## config.mk

```make
export PLATFORM = sky130hd
export DESIGN_NAME = aud_player_top
export DESIGN_NICKNAME = d
export VERILOG_FILES = /design/src/hdl/aud_pkg.sv /design/src/hdl/aud_clock_gen.sv /design/src/hdl/aud_interp.sv /design/src/hdl/aud_playback_engine.sv /design/src/hdl/aud_i2s_tx.sv /design/src/hdl/aud_player_top.sv
export VERILOG_INCLUDE_DIRS = /design/src /design/src/hdl
export SDC_FILE = /design/constraint.sdc
export NUM_CORES = 2
export LEC_CHECK = 0
export BUFFER_PORTS_ARGS = -buffer_cell sky130_fd_sc_hd__buf_2
export CORE_ASPECT_RATIO = 2
export CORE_MARGIN = 4
export CORE_UTILIZATION = 41
export DETAILED_ROUTE_END_ITERATION = 12
export GPL_TIMING_DRIVEN = 0
export PLACE_DENSITY_LB_ADDON = 0.15
export SKIP_LAST_GASP = 1
export SYNTH_ARGS = -nofsm -noshare
export SYNTH_HDL_FRONTEND = slang
export SYNTH_SLANG_ARGS = --single-unit
```

## constraint.sdc

```tcl
create_clock -name i_clk -period 15.6 [get_ports i_clk]
set_input_delay 1.56 -clock i_clk [delete_from_list [all_inputs] [get_ports i_clk]]
set_output_delay 1.56 -clock i_clk [all_outputs]
set_load 0.05 [all_outputs]
```

## src/hdl/aud_defs.svh

```systemverilog
`ifndef AUD_DEFS_SVH
`define AUD_DEFS_SVH

// i_clk cycles per half period of bclk
`define AUD_BCLK_DIV 2

// bclk periods in one channel slot
`define AUD_CH_BITS 16

`define AUD_SAMPLE_W 16

// external SRAM word address
`define AUD_ADDR_W 20

`endif

```

## src/hdl/aud_pkg.sv

```systemverilog
`default_nettype none
`include "aud_defs.svh"

package aud_pkg;

    typedef logic [`AUD_SAMPLE_W-1:0] aud_sample_t;

    typedef struct packed {
        logic       start;
        logic       pause;
        logic       stop;
        logic       fast;     // 1 skips through memory
        logic       reverse;  // play from end address down
        logic       interp;   // 0 constant, 1 linear
        logic [3:0] speed;
    } aud_ctrl_t;

    typedef enum logic [1:0] {
        ST_IDLE,
        ST_LOAD,
        ST_PLAY,
        ST_PAUSE
    } aud_state_e;

    typedef struct packed {
        aud_sample_t cur;
        aud_sample_t nxt;
        logic [3:0]  phase;  // k in 0..speed-1
        logic [3:0]  speed;
        logic        linear;
        logic        valid;
    } aud_interp_req_t;

endpackage

`default_nettype wire

```

## src/hdl/aud_clock_gen.sv

```systemverilog
`default_nettype none
`include "aud_defs.svh"

module aud_clock_gen (
    input  logic i_clk,
    input  logic i_rst_n,
    output logic o_bclk,
    output logic o_lrck,
    output logic o_bit_stb,
    output logic o_frame_tick
);

    localparam int DIV_W = ($clog2(`AUD_BCLK_DIV) > 0) ? $clog2(`AUD_BCLK_DIV) : 1;
    localparam int BIT_W = $clog2(2 * `AUD_CH_BITS);

    logic [DIV_W-1:0] div_cnt;
    logic [BIT_W-1:0] bit_cnt;
    logic             div_done;

    assign div_done     = (div_cnt == DIV_W'(`AUD_BCLK_DIV - 1));
    assign o_bit_stb    = div_done & o_bclk;         // next edge drops bclk
    assign o_frame_tick = o_bit_stb & (&bit_cnt);    // wraps into left slot
    assign o_lrck       = bit_cnt[BIT_W-1];          // high in right slot

    always_ff @(posedge i_clk or negedge i_rst_n) begin
        if (!i_rst_n) begin
            div_cnt <= '0;
            o_bclk  <= 1'b0;
            bit_cnt <= '0;
        end else begin
            if (div_done) begin
                div_cnt <= '0;
                o_bclk  <= ~o_bclk;
            end else begin
                div_cnt <= div_cnt + 1'b1;
            end
            if (o_bit_stb) begin
                bit_cnt <= bit_cnt + 1'b1;
            end
        end
    end

endmodule

`default_nettype wire

```

## src/hdl/aud_interp.sv

```systemverilog
`default_nettype none
`include "aud_defs.svh"

module aud_interp (
    input  logic                     i_clk,
    input  logic                     i_rst_n,
    input  aud_pkg::aud_interp_req_t i_req,
    output aud_pkg::aud_sample_t     o_sample,
    output logic                     o_valid
);

    import aud_pkg::*;

    // floor(65536 / n)
    function automatic logic [15:0] recip(input logic [3:0] n);
        case (n)
            4'd2:    recip = 16'h8000;
            4'd3:    recip = 16'h5555;
            4'd4:    recip = 16'h4000;
            4'd5:    recip = 16'h3333;
            4'd6:    recip = 16'h2AAA;
            4'd7:    recip = 16'h2492;
            4'd8:    recip = 16'h2000;
            4'd9:    recip = 16'h1C71;
            4'd10:   recip = 16'h1999;
            4'd11:   recip = 16'h1745;
            4'd12:   recip = 16'h1555;
            4'd13:   recip = 16'h13B1;
            4'd14:   recip = 16'h1249;
            4'd15:   recip = 16'h1111;
            default: recip = 16'h0000;
        endcase
    endfunction

    logic [15:0]                rcp;
    logic [`AUD_SAMPLE_W+15:0]  cur_prod;
    logic [`AUD_SAMPLE_W+15:0]  nxt_prod;
    logic [3:0]                 w_cur;
    logic [`AUD_SAMPLE_W+4:0]   mix;
    aud_sample_t                result;

    assign rcp      = recip(i_req.speed);
    assign cur_prod = i_req.cur * rcp;
    assign nxt_prod = i_req.nxt * rcp;
    assign w_cur    = i_req.speed - i_req.phase;  // n - k

    assign mix = cur_prod[`AUD_SAMPLE_W+15:16] * w_cur
               + nxt_prod[`AUD_SAMPLE_W+15:16] * i_req.phase;

    // constant mode and unit speed pass cur
    assign result = (!i_req.linear || i_req.speed <= 4'd1)
                  ? i_req.cur : mix[`AUD_SAMPLE_W-1:0];

    always_ff @(posedge i_clk or negedge i_rst_n) begin
        if (!i_rst_n) begin
            o_valid <= 1'b0;
        end else begin
            o_valid <= i_req.valid;
        end
    end

    always_ff @(posedge i_clk) begin
        if (i_req.valid) begin
            o_sample <= result;
        end
    end

endmodule

`default_nettype wire

```

## src/hdl/aud_playback_engine.sv

```systemverilog
`default_nettype none
`include "aud_defs.svh"

module aud_playback_engine (
    input  logic                     i_clk,
    input  logic                     i_rst_n,
    input  logic                     i_frame_tick,
    input  aud_pkg::aud_ctrl_t       i_ctrl,
    input  logic [`AUD_ADDR_W-1:0]   i_end_addr,
    input  aud_pkg::aud_sample_t     i_sram_data,
    output logic [`AUD_ADDR_W-1:0]   o_sram_addr,
    output aud_pkg::aud_interp_req_t o_req,
    output logic                     o_busy
);

    import aud_pkg::*;

    aud_state_e             state, state_d;
    logic [`AUD_ADDR_W-1:0] base, base_d;
    logic [3:0]             phase, phase_d;
    aud_sample_t            cur, cur_d;
    aud_interp_req_t        req_d;

    logic                   step_mode;
    logic [3:0]             step;
    logic [`AUD_ADDR_W:0]   fwd_sum;
    logic [`AUD_ADDR_W:0]   slow_sum;
    logic [`AUD_ADDR_W-1:0] step_addr;
    logic                   last_step;
    logic                   last_slow;
    logic                   last_phase;

    assign step_mode  = i_ctrl.fast | i_ctrl.reverse | (i_ctrl.speed <= 4'd1);
    assign step       = (i_ctrl.speed == 4'd0) ? 4'd1 : i_ctrl.speed;
    assign fwd_sum    = {1'b0, base} + step;
    assign slow_sum   = {1'b0, base} + 1'b1;
    assign step_addr  = i_ctrl.reverse ? base - step : fwd_sum[`AUD_ADDR_W-1:0];
    assign last_step  = i_ctrl.reverse ? (base < step) : (fwd_sum > {1'b0, i_end_addr});
    assign last_slow  = (slow_sum > {1'b0, i_end_addr});
    assign last_phase = (phase >= i_ctrl.speed - 4'd1);

    // while playing the SRAM already points at the next word needed
    assign o_sram_addr = (state == ST_PLAY || state == ST_PAUSE)
                       ? (step_mode ? step_addr : slow_sum[`AUD_ADDR_W-1:0])
                       : base;
    assign o_busy      = (state != ST_IDLE);

    always_comb begin
        state_d     = state;
        base_d      = base;
        phase_d     = phase;
        cur_d       = cur;
        req_d       = '0;
        req_d.valid = i_frame_tick;  // zero sample unless playing

        case (state)
            ST_IDLE: begin
                if (i_ctrl.start) begin
                    state_d = ST_LOAD;
                    base_d  = i_ctrl.reverse ? i_end_addr : '0;
                    phase_d = '0;
                end
            end
            ST_LOAD: begin
                if (i_ctrl.stop) begin
                    state_d = ST_IDLE;
                    base_d  = '0;
                end else if (i_frame_tick) begin
                    cur_d   = i_sram_data;  // word at base
                    state_d = ST_PLAY;
                end
            end
            ST_PLAY: begin
                if (i_ctrl.stop) begin
                    state_d = ST_IDLE;
                    base_d  = '0;
                    phase_d = '0;
                end else if (i_ctrl.pause) begin
                    state_d = ST_PAUSE;
                end else if (i_frame_tick) begin
                    req_d.cur   = cur;
                    req_d.speed = i_ctrl.speed;
                    if (step_mode) begin
                        req_d.nxt = cur;
                        phase_d   = '0;
                        if (last_step) begin
                            state_d = ST_IDLE;
                            base_d  = '0;
                        end else begin
                            base_d = step_addr;
                            cur_d  = i_sram_data;
                        end
                    end else begin
                        req_d.nxt    = i_sram_data;  // word at base+1
                        req_d.phase  = phase;
                        req_d.linear = i_ctrl.interp;
                        if (!last_phase) begin
                            phase_d = phase + 4'd1;
                        end else if (last_slow) begin
                            state_d = ST_IDLE;
                            base_d  = '0;
                            phase_d = '0;
                        end else begin
                            phase_d = '0;
                            base_d  = slow_sum[`AUD_ADDR_W-1:0];
                            cur_d   = i_sram_data;
                        end
                    end
                end
            end
            ST_PAUSE: begin
                if (i_ctrl.stop) begin
                    state_d = ST_IDLE;
                    base_d  = '0;
                    phase_d = '0;
                end else if (!i_ctrl.pause) begin
                    state_d = ST_PLAY;  // pending tick not yet consumed
                end
            end
            default: state_d = ST_IDLE;
        endcase
    end

    always_ff @(posedge i_clk or negedge i_rst_n) begin
        if (!i_rst_n) begin
            state <= ST_IDLE;
            base  <= '0;
            phase <= '0;
            o_req <= '0;
        end else begin
            state <= state_d;
            base  <= base_d;
            phase <= phase_d;
            o_req <= req_d;
        end
    end

    always_ff @(posedge i_clk) begin
        cur <= cur_d;
    end

endmodule

`default_nettype wire

```

## src/hdl/aud_i2s_tx.sv

```systemverilog
`default_nettype none
`include "aud_defs.svh"

module aud_i2s_tx (
    input  logic                 i_clk,
    input  logic                 i_rst_n,
    input  logic                 i_bit_stb,
    input  logic                 i_frame_tick,
    input  aud_pkg::aud_sample_t i_sample,
    input  logic                 i_valid,
    output logic                 o_data
);

    import aud_pkg::*;

    localparam int SR_W = 2 * `AUD_SAMPLE_W;

    aud_sample_t     hold;
    logic [SR_W-1:0] shift;

    always_ff @(posedge i_clk or negedge i_rst_n) begin
        if (!i_rst_n) begin
            hold <= '0;
        end else if (i_valid) begin
            hold <= i_sample;  // newest wins
        end
    end

    // the output lags the register by one bit, so the MSB lands
    // one bclk after lrck and the right LSB spills into the next frame
    always_ff @(posedge i_clk or negedge i_rst_n) begin
        if (!i_rst_n) begin
            shift  <= '0;
            o_data <= 1'b0;
        end else if (i_bit_stb) begin
            o_data <= shift[SR_W-1];
            if (i_frame_tick) begin
                shift <= {hold, hold};  // left then right
            end else begin
                shift <= {shift[SR_W-2:0], 1'b0};
            end
        end
    end

endmodule

`default_nettype wire

```

## src/hdl/aud_player_top.sv

```systemverilog
`default_nettype none
`include "aud_defs.svh"

module aud_player_top (
    input  logic                   i_clk,
    input  logic                   i_rst_n,
    input  aud_pkg::aud_ctrl_t     i_ctrl,
    input  logic [`AUD_ADDR_W-1:0] i_end_addr,
    input  aud_pkg::aud_sample_t   i_sram_data,
    output logic [`AUD_ADDR_W-1:0] o_sram_addr,
    output logic                   o_i2s_bclk,
    output logic                   o_i2s_lrck,
    output logic                   o_i2s_data,
    output logic                   o_busy
);

    import aud_pkg::*;

    logic            bit_stb;
    logic            frame_tick;
    aud_interp_req_t req;
    aud_sample_t     mix_sample;
    logic            mix_valid;

    aud_clock_gen u_clock_gen (
        .i_clk        (i_clk),
        .i_rst_n      (i_rst_n),
        .o_bclk       (o_i2s_bclk),
        .o_lrck       (o_i2s_lrck),
        .o_bit_stb    (bit_stb),
        .o_frame_tick (frame_tick)
    );

    aud_playback_engine u_engine (
        .i_clk        (i_clk),
        .i_rst_n      (i_rst_n),
        .i_frame_tick (frame_tick),
        .i_ctrl       (i_ctrl),
        .i_end_addr   (i_end_addr),
        .i_sram_data  (i_sram_data),
        .o_sram_addr  (o_sram_addr),
        .o_req        (req),
        .o_busy       (o_busy)
    );

    aud_interp u_interp (
        .i_clk    (i_clk),
        .i_rst_n  (i_rst_n),
        .i_req    (req),
        .o_sample (mix_sample),
        .o_valid  (mix_valid)
    );

    aud_i2s_tx u_i2s_tx (
        .i_clk        (i_clk),
        .i_rst_n      (i_rst_n),
        .i_bit_stb    (bit_stb),
        .i_frame_tick (frame_tick),
        .i_sample     (mix_sample),
        .i_valid      (mix_valid),
        .o_data       (o_i2s_data)
    );

endmodule

`default_nettype wire

```

==> results.md <==
Run status:
- The run finished with clean final reports.

Yosys:
- Synthesis produced 3298 cells.
- The share of the Yosys chip area taken by registers is 14.0%.
- The library cell with the highest instance count after synthesis is sky130_fd_sc_hd__inv_1.
- sky130_fd_sc_hd__fa_1 takes more of the synthesized area than any other cell.
- The synthesized netlist occupies a cell area of 0.0291 sq mm.
- The net count after synthesis is 4106.
- The proportion of register bits with asynchronous set or reset after synthesis is 79.6%.
- In this run the biggest area consumer among cell types represents 31.9% of the synthesized area.
- The commonest cells after synthesis are 613 x sky130_fd_sc_hd__inv_1, 464 x sky130_fd_sc_hd__fa_1, 427 x sky130_fd_sc_hd__nand2_1.
- The number of distinct standard cells referenced by the synthesized netlist is 72.
- Counting flops and latches in the post-synthesis netlist gives 157.
- In the synthesized netlist the dominant register cell turns out to be sky130_fd_sc_hd__dfrtp_1.
- The synthesized design contains 32 enable-type register cells.
- In the post-synthesis netlist, the biggest area contributors are sky130_fd_sc_hd__fa_1 32%, sky130_fd_sc_hd__ha_1 13%, sky130_fd_sc_hd__dfrtp_1 11%, sky130_fd_sc_hd__inv_1 7.9%, sky130_fd_sc_hd__and2_1 5.9%.
- The count of warnings emitted by yosys is 0.
- The mean post-synth cell area is 8.84 sq um.

Worst setup path:
- The critical path is of the flop to flop type.
- At the worst endpoint, the arrival time is 14480 ps.
- The largest single stage delay on the critical path is 1070 ps.
- Counting stages on the worst path, the most repeated cell is sky130_fd_sc_hd__fa_1.
- The worst setup path is captured at a flop.
- On the critical path, the stage with the largest delay is an instance of sky130_fd_sc_hd__xnor2_1.
- For the worst setup path, the data required time is 15910 ps.
- Of all nets on the critical path, the largest fanout is 10.
- The nature of the critical path startpoint is a flop.

Clocking:
- The number of instances resized during post-cts repair is 0.
- Clock tree synthesis selected as its root buffer the cell sky130_fd_sc_hd__clkbuf_16.
- TritonCTS built the clock tree.
- The number of setup buffers added after CTS is 0.
- The clock latency on the worst-skew pair is 490 ps.
- The number of clock sinks is 157.
- The H-tree was split into 4 levels.
- After clock tree synthesis, the flow added hold-fix buffers numbering 0.
- The clock buffer count from CTS is 17.
- The buffer levels on the longest clock path is 2.
- The clock-pin slew reported for the worst setup and hold paths after clock tree synthesis is 70 ps.

Floorplanning:
- The die outline height is 385 um.
- The die covers 0.0757 sq mm.
- The width of the chip is 197 um.
- The starting utilization of the core area is 41.3%.
- The cell row count is 138.
- The total I/O pin count is 72.
- The placeable core region is 0.0706 sq mm.

Pwr:
- The analysis attributes to net switching a power of 0.000902 W.
- The part of the power in the clock network is 23.8%.
- The portion of total power attributed to combinational logic is 49.6%.
- The share of total power dissipated in sequential elements is 26.6%.
- Power spread over the standard cell area amounts to 59.8 mW/mm^2.
- Summing internal, switching and leakage power gives 0.00187 W.
- The maximum VDD drop is 0.117 mV.
- The internal cell power is 0.000970 W.
- The fraction of power spent switching nets is 48.2%.
- The analysis attributes to cell leakage a power of 15.6 nW.

STA:
- The minimum hold slack is 456 ps.
- The maximum clock rate is 70.5 MHz.
- Headroom to the max-slew limit came out at 7.95%.
- For the final database, setup skew stands at 18.5 ps.
- The hold violation total from the final report is 0.
- Adding up every negative setup slack in the final design gives 0 ps.
- Of the available clock period, the critical path in the final layout requires 90.9%.
- The max-slew violation total from the final report was 0.
- Setup repair after global routing left no endpoint under its margin.
- After layout, the minimum clock period comes to 14170 ps.
- Setup violations remaining at the end of the flow were counted as 0.
- The pin slew with the least headroom to its limit is 1370 ps.

Placement:
- In this run the tool buffered the top-level ports with 70 buffer cells.
- Once placement finished, the instance area stood at 0.0307 sq mm.
- Routability-driven placement finished with a final weighted congestion of 0.990.
- The placed wire-length estimate after detailed placement is 87.4 mm.

Routing:
- The number of iterations in the first detailed-routing pass is 5.
- The routed layout has 23400 vias.
- The via count normalized by instance count is 5.41.
- For this block, the initial DRC count from the detailed router was 1277.
- After detailed routing, the average wire length per cell comes to 23.8 um.
- The remaining routing DRC violations is 0.
- The total routed wirelength is 103 mm.
- The count of nets left with antenna violations once routing finished came out at 0.

Run:
- Max-cap violations in this run came to 0.

GRT:
- The via count of the first global-routing pass is 25700.
- The first-pass GRT wire length is 156 mm.
- For this run, global-route usage on met2 was measured as 51.9%.
- For met3 alone, demand over resource in global routing was 3.17%.
- The met1 usage is 26.2%.
- The layer flagged by global routing as most heavily used is met2.
- Entering global routing, the biggest net connects 73 pins.
- The overall track demand over capacity in global routing is 27.9%.
- The number of antenna violations at the first check in global routing is 7.
- The total grt overflow is 0.

Final layout:
- The final cell utilization of the core is 44.4%.
- In the final design database the tool counted 4199 nets.
- The area growth from synthesis to layout is 7.47%.
- With fillers left out, the area of the finished cells amounts to 0.0313 sq mm.
- Cells with a size suffix above 1 make up 4.41% of the layout.

Min path:
- The tightest min-delay check is of the flop to flop type.
==> kinds of logic (layout without fill, tap and decap cells) <==
kind of cell             after synthesis  count (layout)  synth area share (%)
flip-flops                           157             157                  14.0
buffers and inverters                769             875                  9.91
AO/OA/AOI/OAI                        412             412                  8.92
XOR/XNOR                             117             117                  3.61
other                                  0               4                     0
multiplexers                          58              58                  2.09
AND/OR/NAND/NOR                     1025            1025                  16.9
adder cells (fa/ha/maj)              760             760                  44.6
==> area by class of cell <==
type | count | area (sq um)
buffer | 155 | 583
antenna | 4 | 10.0
sequential | 157 | 4090
tap | 910 | 1140
inverter | 614 | 2300
fill | 7078 | 39300
clock inverter | 12 | 129
multi-input combinational | 2372 | 22200
timing repair buffer | 74 | 412
clock buffer | 20 | 479
==> final timing paths <==
| check | start | cells after the start | slack, ps | end |
|---|---|---|---|---|
| worst max register to register | u_engine.o_req[3] | 41 | 1430 | u_interp.o_sample[15] |
| max in group asynchronous | i_rst_n | 2 | 13730 | u_i2s_tx.shift[27] |
| worst min-delay path | u_clock_gen.div_cnt | 1 | 460 | u_clock_gen.div_cnt |
| worst max-delay path | u_engine.o_req[3] | 41 | 1430 | u_interp.o_sample[15] |
| min in group asynchronous | i_rst_n | 1 | 1060 | u_engine.o_req[17] |
| worst min register to register | u_clock_gen.div_cnt | 1 | 460 | u_clock_gen.div_cnt |
==> worst max-delay path, delay by kind of cell (launching register included) <==
kind / cells / cell delay (ps)
fa+ha+maj: 13 / 6130
simple gates: 5 / 1890
compound gates: 13 / 2980
flops: 1 / 630
xor+xnor: 3 / 1580
buf+inv: 7 / 780
==> power groups by stage <==
stage | logic, W | registers [W] | clock network [W]
2_1_floorplan | 0.000609 | 0.000495 | 0
3_3_place_gp | 0.000904 | 0.000508 | 0
3_5_place_dp | 0.000911 | 0.000506 | 0
4_1_cts | 0.000915 | 0.000498 | 0.000459
5_1_grt | 0.000985 | 0.000503 | 0.000472
6_report | 0.000928 | 0.000498 | 0.000445
==> cells in the final DEF (no fill, tap or decap), types with 9 or more instances in the layout <==
master                      instances
sky130_fd_sc_hd__ha_1             296
sky130_fd_sc_hd__o31ai_1           11
sky130_fd_sc_hd__buf_2             71
sky130_fd_sc_hd__xnor2_1           82
sky130_fd_sc_hd__edfxtp_1          32
sky130_fd_sc_hd__xor2_1            33
sky130_fd_sc_hd__clkbuf_1         146
sky130_fd_sc_hd__o21a_1            21
sky130_fd_sc_hd__nand2b_1          17
sky130_fd_sc_hd__buf_1              9
sky130_fd_sc_hd__and3_1            17
sky130_fd_sc_hd__a22oi_1           18
sky130_fd_sc_hd__nand2_1          427
sky130_fd_sc_hd__nor3_1            19
sky130_fd_sc_hd__mux2i_1           34
sky130_fd_sc_hd__clkbuf_16         19
sky130_fd_sc_hd__o21ai_0           89
sky130_fd_sc_hd__and2_1           277
sky130_fd_sc_hd__nand3_1           40
sky130_fd_sc_hd__a21o_1            34
sky130_fd_sc_hd__o221ai_1          10
sky130_fd_sc_hd__nor2b_1           18
sky130_fd_sc_hd__fa_1             464
sky130_fd_sc_hd__dfrtp_1          125
sky130_fd_sc_hd__o211ai_1          13
sky130_fd_sc_hd__mux2_2            24
sky130_fd_sc_hd__nand4_1           22
sky130_fd_sc_hd__a21oi_1          137
sky130_fd_sc_hd__inv_1            613
sky130_fd_sc_hd__a31oi_1           13
sky130_fd_sc_hd__nor2_1           156
==> sequential cells by signal (all words and copies together) (netlist names) <==
register	cells
u_engine.cur	16
u_i2s_tx.hold	16
u_interp.o_valid	1
u_i2s_tx.o_data	1
u_clock_gen.o_bclk	1
u_engine.state	2
u_interp.o_sample	16
u_engine.base	20
u_engine.o_req	42
u_i2s_tx.shift	32
u_clock_gen.div_cnt	1
u_engine.phase	4
u_clock_gen.bit_cnt	5
==> stage by stage <==
step           instances  setup WS [ps]
6_report            4318           1430
5_1_grt             4315           1020
4_1_cts             4314           1580
3_5_place_dp        4282           1630
3_3_place_gp        4278           1550
2_1_floorplan       3298           4680
==> layer usage <==
metal	wire, um	part of all wire [%]
met3	3680	3.6
met5	24	0.023
met1	32300	31
met4	12100	12
met2	54900	53
Power figures use the tool's default switching activity.
